File: src/hw/rvPkg.sv
`default_nettype none

package rvPkg;

    // Opcodes of the supported subset
    localparam logic [6:0] OP_JAL    = 7'b1101111;
    localparam logic [6:0] OP_JALR   = 7'b1100111;
    localparam logic [6:0] OP_OPIMM  = 7'b0010011;
    localparam logic [6:0] OP_STORE  = 7'b0100011;
    localparam logic [6:0] OP_BRANCH = 7'b1100011;
    localparam logic [6:0] OP_OP     = 7'b0110011;
    localparam logic [6:0] OP_LOAD   = 7'b0000011;
    localparam logic [6:0] OP_AUIPC  = 7'b0010111;
    localparam logic [6:0] OP_SYSTEM = 7'b1110011;

    typedef enum logic [3:0] {
        ALU_ADD = 4'd0,
        ALU_SUB = 4'd1,
        ALU_AND = 4'd2,
        ALU_OR  = 4'd3,
        ALU_SLT = 4'd4
    } aluOpT;

    typedef enum logic [1:0] {
        RES_ALU = 2'd0,
        RES_MEM = 2'd1,
        RES_PC4 = 2'd2   // Link value for jal and jalr
    } resultSrcT;

    typedef enum logic [2:0] {
        IMM_I = 3'd0,
        IMM_S = 3'd1,
        IMM_B = 3'd2,
        IMM_U = 3'd3,
        IMM_J = 3'd4
    } immSrcT;

    localparam int IMEM_WORDS = 64;
    localparam int DMEM_BYTES = 256;

    // Top two bits of the APB address
    localparam logic [1:0] APB_REGION_IMEM = 2'd0;
    localparam logic [1:0] APB_REGION_DMEM = 2'd1;
    localparam logic [1:0] APB_REGION_REGS = 2'd2;

endpackage

`default_nettype wire

File: src/hw/coreIfs.sv
`timescale 1ns/1ps
`default_nettype none

interface ctrlIf;
    import rvPkg::*;

    logic [31:0] instr;
    logic        eq;
    logic        regWrite;
    aluOpT       aluOp;
    logic        aluSrc;     // Immediate as operand b
    immSrcT      immSrc;
    logic        jump;
    logic        jumpReg;    // jalr target from the ALU
    logic        branch;     // Branch taken
    logic        memWrite;
    logic        memRead;
    resultSrcT   resultSrc;
    logic        ebreak;

    modport decoder (
        input  instr, eq,
        output regWrite, aluOp, aluSrc, immSrc, jump, jumpReg, branch,
        output memWrite, memRead, resultSrc, ebreak
    );

    modport datapath (
        output instr, eq,
        input  regWrite, aluOp, aluSrc, immSrc, jump, jumpReg, branch,
        input  memWrite, memRead, resultSrc, ebreak
    );
endinterface


`default_nettype wire

File: src/hw/controlUnit.sv
`timescale 1ns/1ps
`default_nettype none

module controlUnit (
    ctrlIf.decoder ctrl
);
    import rvPkg::*;

    logic [6:0] opcode;
    logic [2:0] funct3;
    logic [6:0] funct7;

    assign opcode = ctrl.instr[6:0];
    assign funct3 = ctrl.instr[14:12];
    assign funct7 = ctrl.instr[31:25];

    always_comb begin
        ctrl.regWrite  = 1'b0;
        ctrl.aluOp     = ALU_ADD;
        ctrl.aluSrc    = 1'b0;
        ctrl.immSrc    = IMM_I;
        ctrl.jump      = 1'b0;
        ctrl.jumpReg   = 1'b0;
        ctrl.branch    = 1'b0;
        ctrl.memWrite  = 1'b0;
        ctrl.memRead   = 1'b0;
        ctrl.resultSrc = RES_ALU;
        ctrl.ebreak    = 1'b0;

        case (opcode)
            OP_JAL: begin
                ctrl.regWrite  = 1'b1;
                ctrl.immSrc    = IMM_J;
                ctrl.jump      = 1'b1;
                ctrl.resultSrc = RES_PC4;
            end
            OP_JALR: begin
                if (funct3 == 3'b000) begin
                    ctrl.regWrite  = 1'b1;
                    ctrl.aluSrc    = 1'b1;   // rs1 + imm
                    ctrl.jump      = 1'b1;
                    ctrl.jumpReg   = 1'b1;
                    ctrl.resultSrc = RES_PC4;
                end
            end
            OP_OPIMM: begin
                if (funct3 == 3'b000) begin   // addi only
                    ctrl.regWrite = 1'b1;
                    ctrl.aluSrc   = 1'b1;
                end
            end
            OP_STORE: begin
                if (funct3 == 3'b000) begin   // sb
                    ctrl.aluSrc   = 1'b1;
                    ctrl.immSrc   = IMM_S;
                    ctrl.memWrite = 1'b1;
                end
            end
            OP_LOAD: begin
                if (funct3 == 3'b100) begin   // lbu
                    ctrl.regWrite  = 1'b1;
                    ctrl.aluSrc    = 1'b1;
                    ctrl.memRead   = 1'b1;
                    ctrl.resultSrc = RES_MEM;
                end
            end
            OP_BRANCH: begin
                if (funct3 == 3'b001) begin   // bne
                    ctrl.aluOp  = ALU_SUB;
                    ctrl.immSrc = IMM_B;
                    ctrl.branch = ~ctrl.eq;
                end
            end
            OP_AUIPC: begin
                ctrl.regWrite = 1'b1;
                ctrl.aluSrc   = 1'b1;
                ctrl.immSrc   = IMM_U;    // Datapath puts pc on operand a
            end
            OP_OP: begin
                ctrl.regWrite = 1'b1;
                case ({funct7, funct3})
                    {7'h00, 3'b000}: ctrl.aluOp = ALU_ADD;
                    {7'h20, 3'b000}: ctrl.aluOp = ALU_SUB;
                    {7'h00, 3'b111}: ctrl.aluOp = ALU_AND;
                    {7'h00, 3'b110}: ctrl.aluOp = ALU_OR;
                    {7'h00, 3'b010}: ctrl.aluOp = ALU_SLT;
                    default:         ctrl.regWrite = 1'b0;
                endcase
            end
            OP_SYSTEM: begin
                // Only ebreak, every other field zero
                ctrl.ebreak = (ctrl.instr[31:7] == 25'h0002000);
            end
            default: ;
        endcase
    end

endmodule

`default_nettype wire

File: src/flat_wrapper.sv
// flat-port wrapper written by rule: the top's interface ports become plain ports
module controlUnit_flat import rvPkg::*;
  (ctrl_instr, ctrl_eq, ctrl_regWrite, ctrl_aluOp, ctrl_aluSrc, ctrl_immSrc, ctrl_jump, ctrl_jumpReg, ctrl_branch, ctrl_memWrite, ctrl_memRead, ctrl_resultSrc, ctrl_ebreak);
  ctrlIf ctrl_i ();
  input wire logic [$bits(ctrl_i.instr)-1:0] ctrl_instr;
  input wire logic [$bits(ctrl_i.eq)-1:0] ctrl_eq;
  output wire logic [$bits(ctrl_i.regWrite)-1:0] ctrl_regWrite;
  output wire logic [$bits(ctrl_i.aluOp)-1:0] ctrl_aluOp;
  output wire logic [$bits(ctrl_i.aluSrc)-1:0] ctrl_aluSrc;
  output wire logic [$bits(ctrl_i.immSrc)-1:0] ctrl_immSrc;
  output wire logic [$bits(ctrl_i.jump)-1:0] ctrl_jump;
  output wire logic [$bits(ctrl_i.jumpReg)-1:0] ctrl_jumpReg;
  output wire logic [$bits(ctrl_i.branch)-1:0] ctrl_branch;
  output wire logic [$bits(ctrl_i.memWrite)-1:0] ctrl_memWrite;
  output wire logic [$bits(ctrl_i.memRead)-1:0] ctrl_memRead;
  output wire logic [$bits(ctrl_i.resultSrc)-1:0] ctrl_resultSrc;
  output wire logic [$bits(ctrl_i.ebreak)-1:0] ctrl_ebreak;
  assign ctrl_i.instr = ctrl_instr;
  assign ctrl_i.eq = ctrl_eq;
  assign ctrl_regWrite = ctrl_i.regWrite;
  assign ctrl_aluOp = ctrl_i.aluOp;
  assign ctrl_aluSrc = ctrl_i.aluSrc;
  assign ctrl_immSrc = ctrl_i.immSrc;
  assign ctrl_jump = ctrl_i.jump;
  assign ctrl_jumpReg = ctrl_i.jumpReg;
  assign ctrl_branch = ctrl_i.branch;
  assign ctrl_memWrite = ctrl_i.memWrite;
  assign ctrl_memRead = ctrl_i.memRead;
  assign ctrl_resultSrc = ctrl_i.resultSrc;
  assign ctrl_ebreak = ctrl_i.ebreak;
  controlUnit u_core (.ctrl(ctrl_i));
endmodule
File: config.mk
export PLATFORM = sky130hd
export DESIGN_NAME = controlUnit_flat
export DESIGN_NICKNAME = d
export VERILOG_FILES = /design/src/hw/rvPkg.sv /design/src/hw/coreIfs.sv /design/src/hw/controlUnit.sv /design/src/flat_wrapper.sv
export SDC_FILE = /design/constraint.sdc
export NUM_CORES = 1
export LEC_CHECK = 0
export BUFFER_PORTS_ARGS = -buffer_cell sky130_fd_sc_hd__buf_4
export CAP_MARGIN = 0
export CORE_AREA = 2 2 39 41
export DETAILED_ROUTE_END_ITERATION = 12
export DIE_AREA = 0 0 41 43
export MAX_ROUTING_LAYER = met4
export PLACE_DENSITY = 0.82
export SLEW_MARGIN = 25
export SYNTH_ARGS = -nofsm -noshare
export SYNTH_HDL_FRONTEND = slang
export SYNTH_SLANG_ARGS = --single-unit
File: constraint.sdc
create_clock -name vclk -period 2.6
set_input_delay 0.13 -clock vclk [all_inputs]
set_output_delay 0.13 -clock vclk [all_outputs]
set_load 0.005 [all_outputs]
==> impl_metrics.json <==
{
  "routedWlPerCell_um": 11.7,
  "synth_nets": 94,
  "seq_area_frac_synth_pct": 0,
  "netlist_area_sq_um": 382,
  "synth_warnings": 0,
  "end_kind": "primary output",
  "start_util_pct": 27.6,
  "synth_cell_types": 31,
  "first_global_vias": 559,
  "cap_violations": 0,
  "finalPower_mw": 0.0716,
  "netlist_instances": 61,
  "ios": 50,
  "dieArea_sq_mm": 0.00176,
  "finalHoldViolCount": 0,
  "cp.arrival_ns": 1.53,
  "grt_pass1_wl_mm": 2.22,
  "routabilityCongestion": 0.874,
  "grt_usage_pct": 17.4,
  "outcome": "complete, no violations",
  "coreArea_sq_mm": 0.00138,
  "crit_type": "primary input to primary output",
  "numSequentialCells": 0,
  "swShare_pct": 40.1,
  "drc": 0,
  "p_switching_mw": 0.0287,
  "finalNonFillerCells": 122,
  "die_y_um": 43,
  "num_vias": 667,
  "die-width_um": 41,
  "row_count": 14,
  "internal_power_mw": 0.0429,
  "p_leak_nw": 0.321,
  "routed_wl_mm": 1.43,
  "grt_max_degree": 14,
  "gr-total-overflow": 0,
  "io_buffers": 49,
  "clkPwrFrac_pct": 0,
  "comb_power_share_pct": 100.0,
  "power.density_mw_per_mm2": 96.0,
  "critPathSlowestCell": "or3_1",
  "min_period_ns": 1.66,
  "area_growth_pct": 95.4,
  "design_area_sq_um": 746,
  "rsz0062_at_grt": "no",
  "vias_per_cell": 5.47,
  "antenna_found_initial": 0,
  "critical_path.max_fanout": 6,
  "cts_resized": 0,
  "seq_power_share_pct": 0,
  "hold_class": "primary input to primary output",
  "finalCritPeriodShare_pct": 63.9,
  "n_antenna_cell": 0,
  "synth.avg_cell_area_sq_um": 6.26,
  "drt-initial-drc-count": 18,
  "maxSlewViolCount": 0,
  "dp.cells": 122,
  "final_nets": 141,
  "ir_drop_v": 0.0000538,
  "cts_hold_buf": 0,
  "cp.required_ns": 2.47,
  "crit_chain": "buf_4 > or3_1 > or3_4 > nor4_2 > buf_4",
  "cts_setup_buffers": 0,
  "final_core_util_pct": 53.9,
  "nClkBuffers": 0,
  "cpPeakStageDelay_ns": 0.47,
  "fmax_ghz": 0.601,
  "setup_viol": 0,
  "layout-drive-gt1-share_pct": 49.1,
  "place_area_sq_um": 746,
  "hpwl_mm": 1.25,
  "regArea_sq_um": 0,
  "ant_nets": 0,
  "finalSetupTns_ns": 0,
  "worstSetupStartpointType": "primary input",
  "firstDrtPassIters": 4,
  "critical_path.most_common_cell": "buf_4"
}
[worst paths after layout]
| path | endpoint | start | slack, ns | depth (start not counted) |
|---|---|---|---|---|
| setup / recovery | ctrl_ebreak | ctrl_instr[13] | 0.94 | 5 |
| hold / removal | ctrl_branch | ctrl_eq | 0.49 | 3 |
[cell families (layout without fill, tap and decap cells)]
kind of cell	after synthesis	after routing	share of synthesized area [%]
other	1	1	0.983
buffers and inverters	5	50	7.21
AOI/OAI and AO/OA	11	11	18.7
and+or+nand+nor	44	44	73.1
[worst max-delay path: cells and delay by family]
family / cells / cell delay, ns
simple gates: 3 / 1.11
buf+inv: 2 / 0.28
[layout by cell type, fill, tap and decap left out, drive strengths merged, types with 2 or more instances in the layout]
| cell type | count |
|---|---|
| nand4 | 2 |
| nor3 | 3 |
| nor2b | 2 |
| nand2b | 4 |
| buf | 49 |
| or3 | 4 |
| nand2 | 3 |
| nor4 | 7 |
| a21oi | 2 |
| a211oi | 2 |
| o31ai | 2 |
| or4 | 2 |
| nor2 | 7 |
| o21ai | 2 |
| nand3b | 2 |
| nor4b | 2 |
[cells in the mapped netlist, drive strengths merged, types with 2 or more instances]
| library cell | instances | area [sq um] |
|---|---|---|
| nor2 | 7 | 26.3 |
| nor4 | 7 | 50.1 |
| nand2b | 4 | 25.0 |
| or3 | 4 | 30.0 |
| buf | 3 | 20.0 |
| nand2 | 3 | 11.3 |
| nor3 | 3 | 15.0 |
| a211oi | 2 | 15.0 |
| a21oi | 2 | 10.0 |
| nand3b | 2 | 15.0 |
| nand4 | 2 | 12.5 |
| nor2b | 2 | 12.5 |
| nor4b | 2 | 17.5 |
| o21ai | 2 | 10.0 |
| o31ai | 2 | 15.0 |
| or4 | 2 | 15.0 |
[stage by stage]
step,hold WS [ns],worst slack (ns)
6_report,0.487,0.937
5_1_grt,0.502,0.794
4_1_cts,0.489,0.960
3_5_place_dp,0.489,0.973
3_3_place_gp,0.488,0.951
2_1_floorplan,0.291,1.25
[power by group through the flow]
stage | clock (mW) | sequential [mW] | combinational [mW]
3_5_place_dp | 0 | 0 | 0.0714
3_3_place_gp | 0 | 0 | 0.0694
2_1_floorplan | 0 | 0 | 0.0226
5_1_grt | 0 | 0 | 0.0790
4_1_cts | 0 | 0 | 0.0715
6_report | 0 | 0 | 0.0716
[cell type report]
cell class	count	area, sq um
inverters	1	3.75
well taps	16	20.0
repair buffers	49	368
fillers	144	638
multi-input cells	56	354
[routing by layer]
layer	global-route usage [%]	part of all wire (%)	up-vias
met5	-	0	-
met4	0	0	0
met3	0	9.1	0
met2	30.6	52	36
met1	22.8	39	299
li1	-	-	332
No activity file was read; power rests on OpenSTA's default activity.
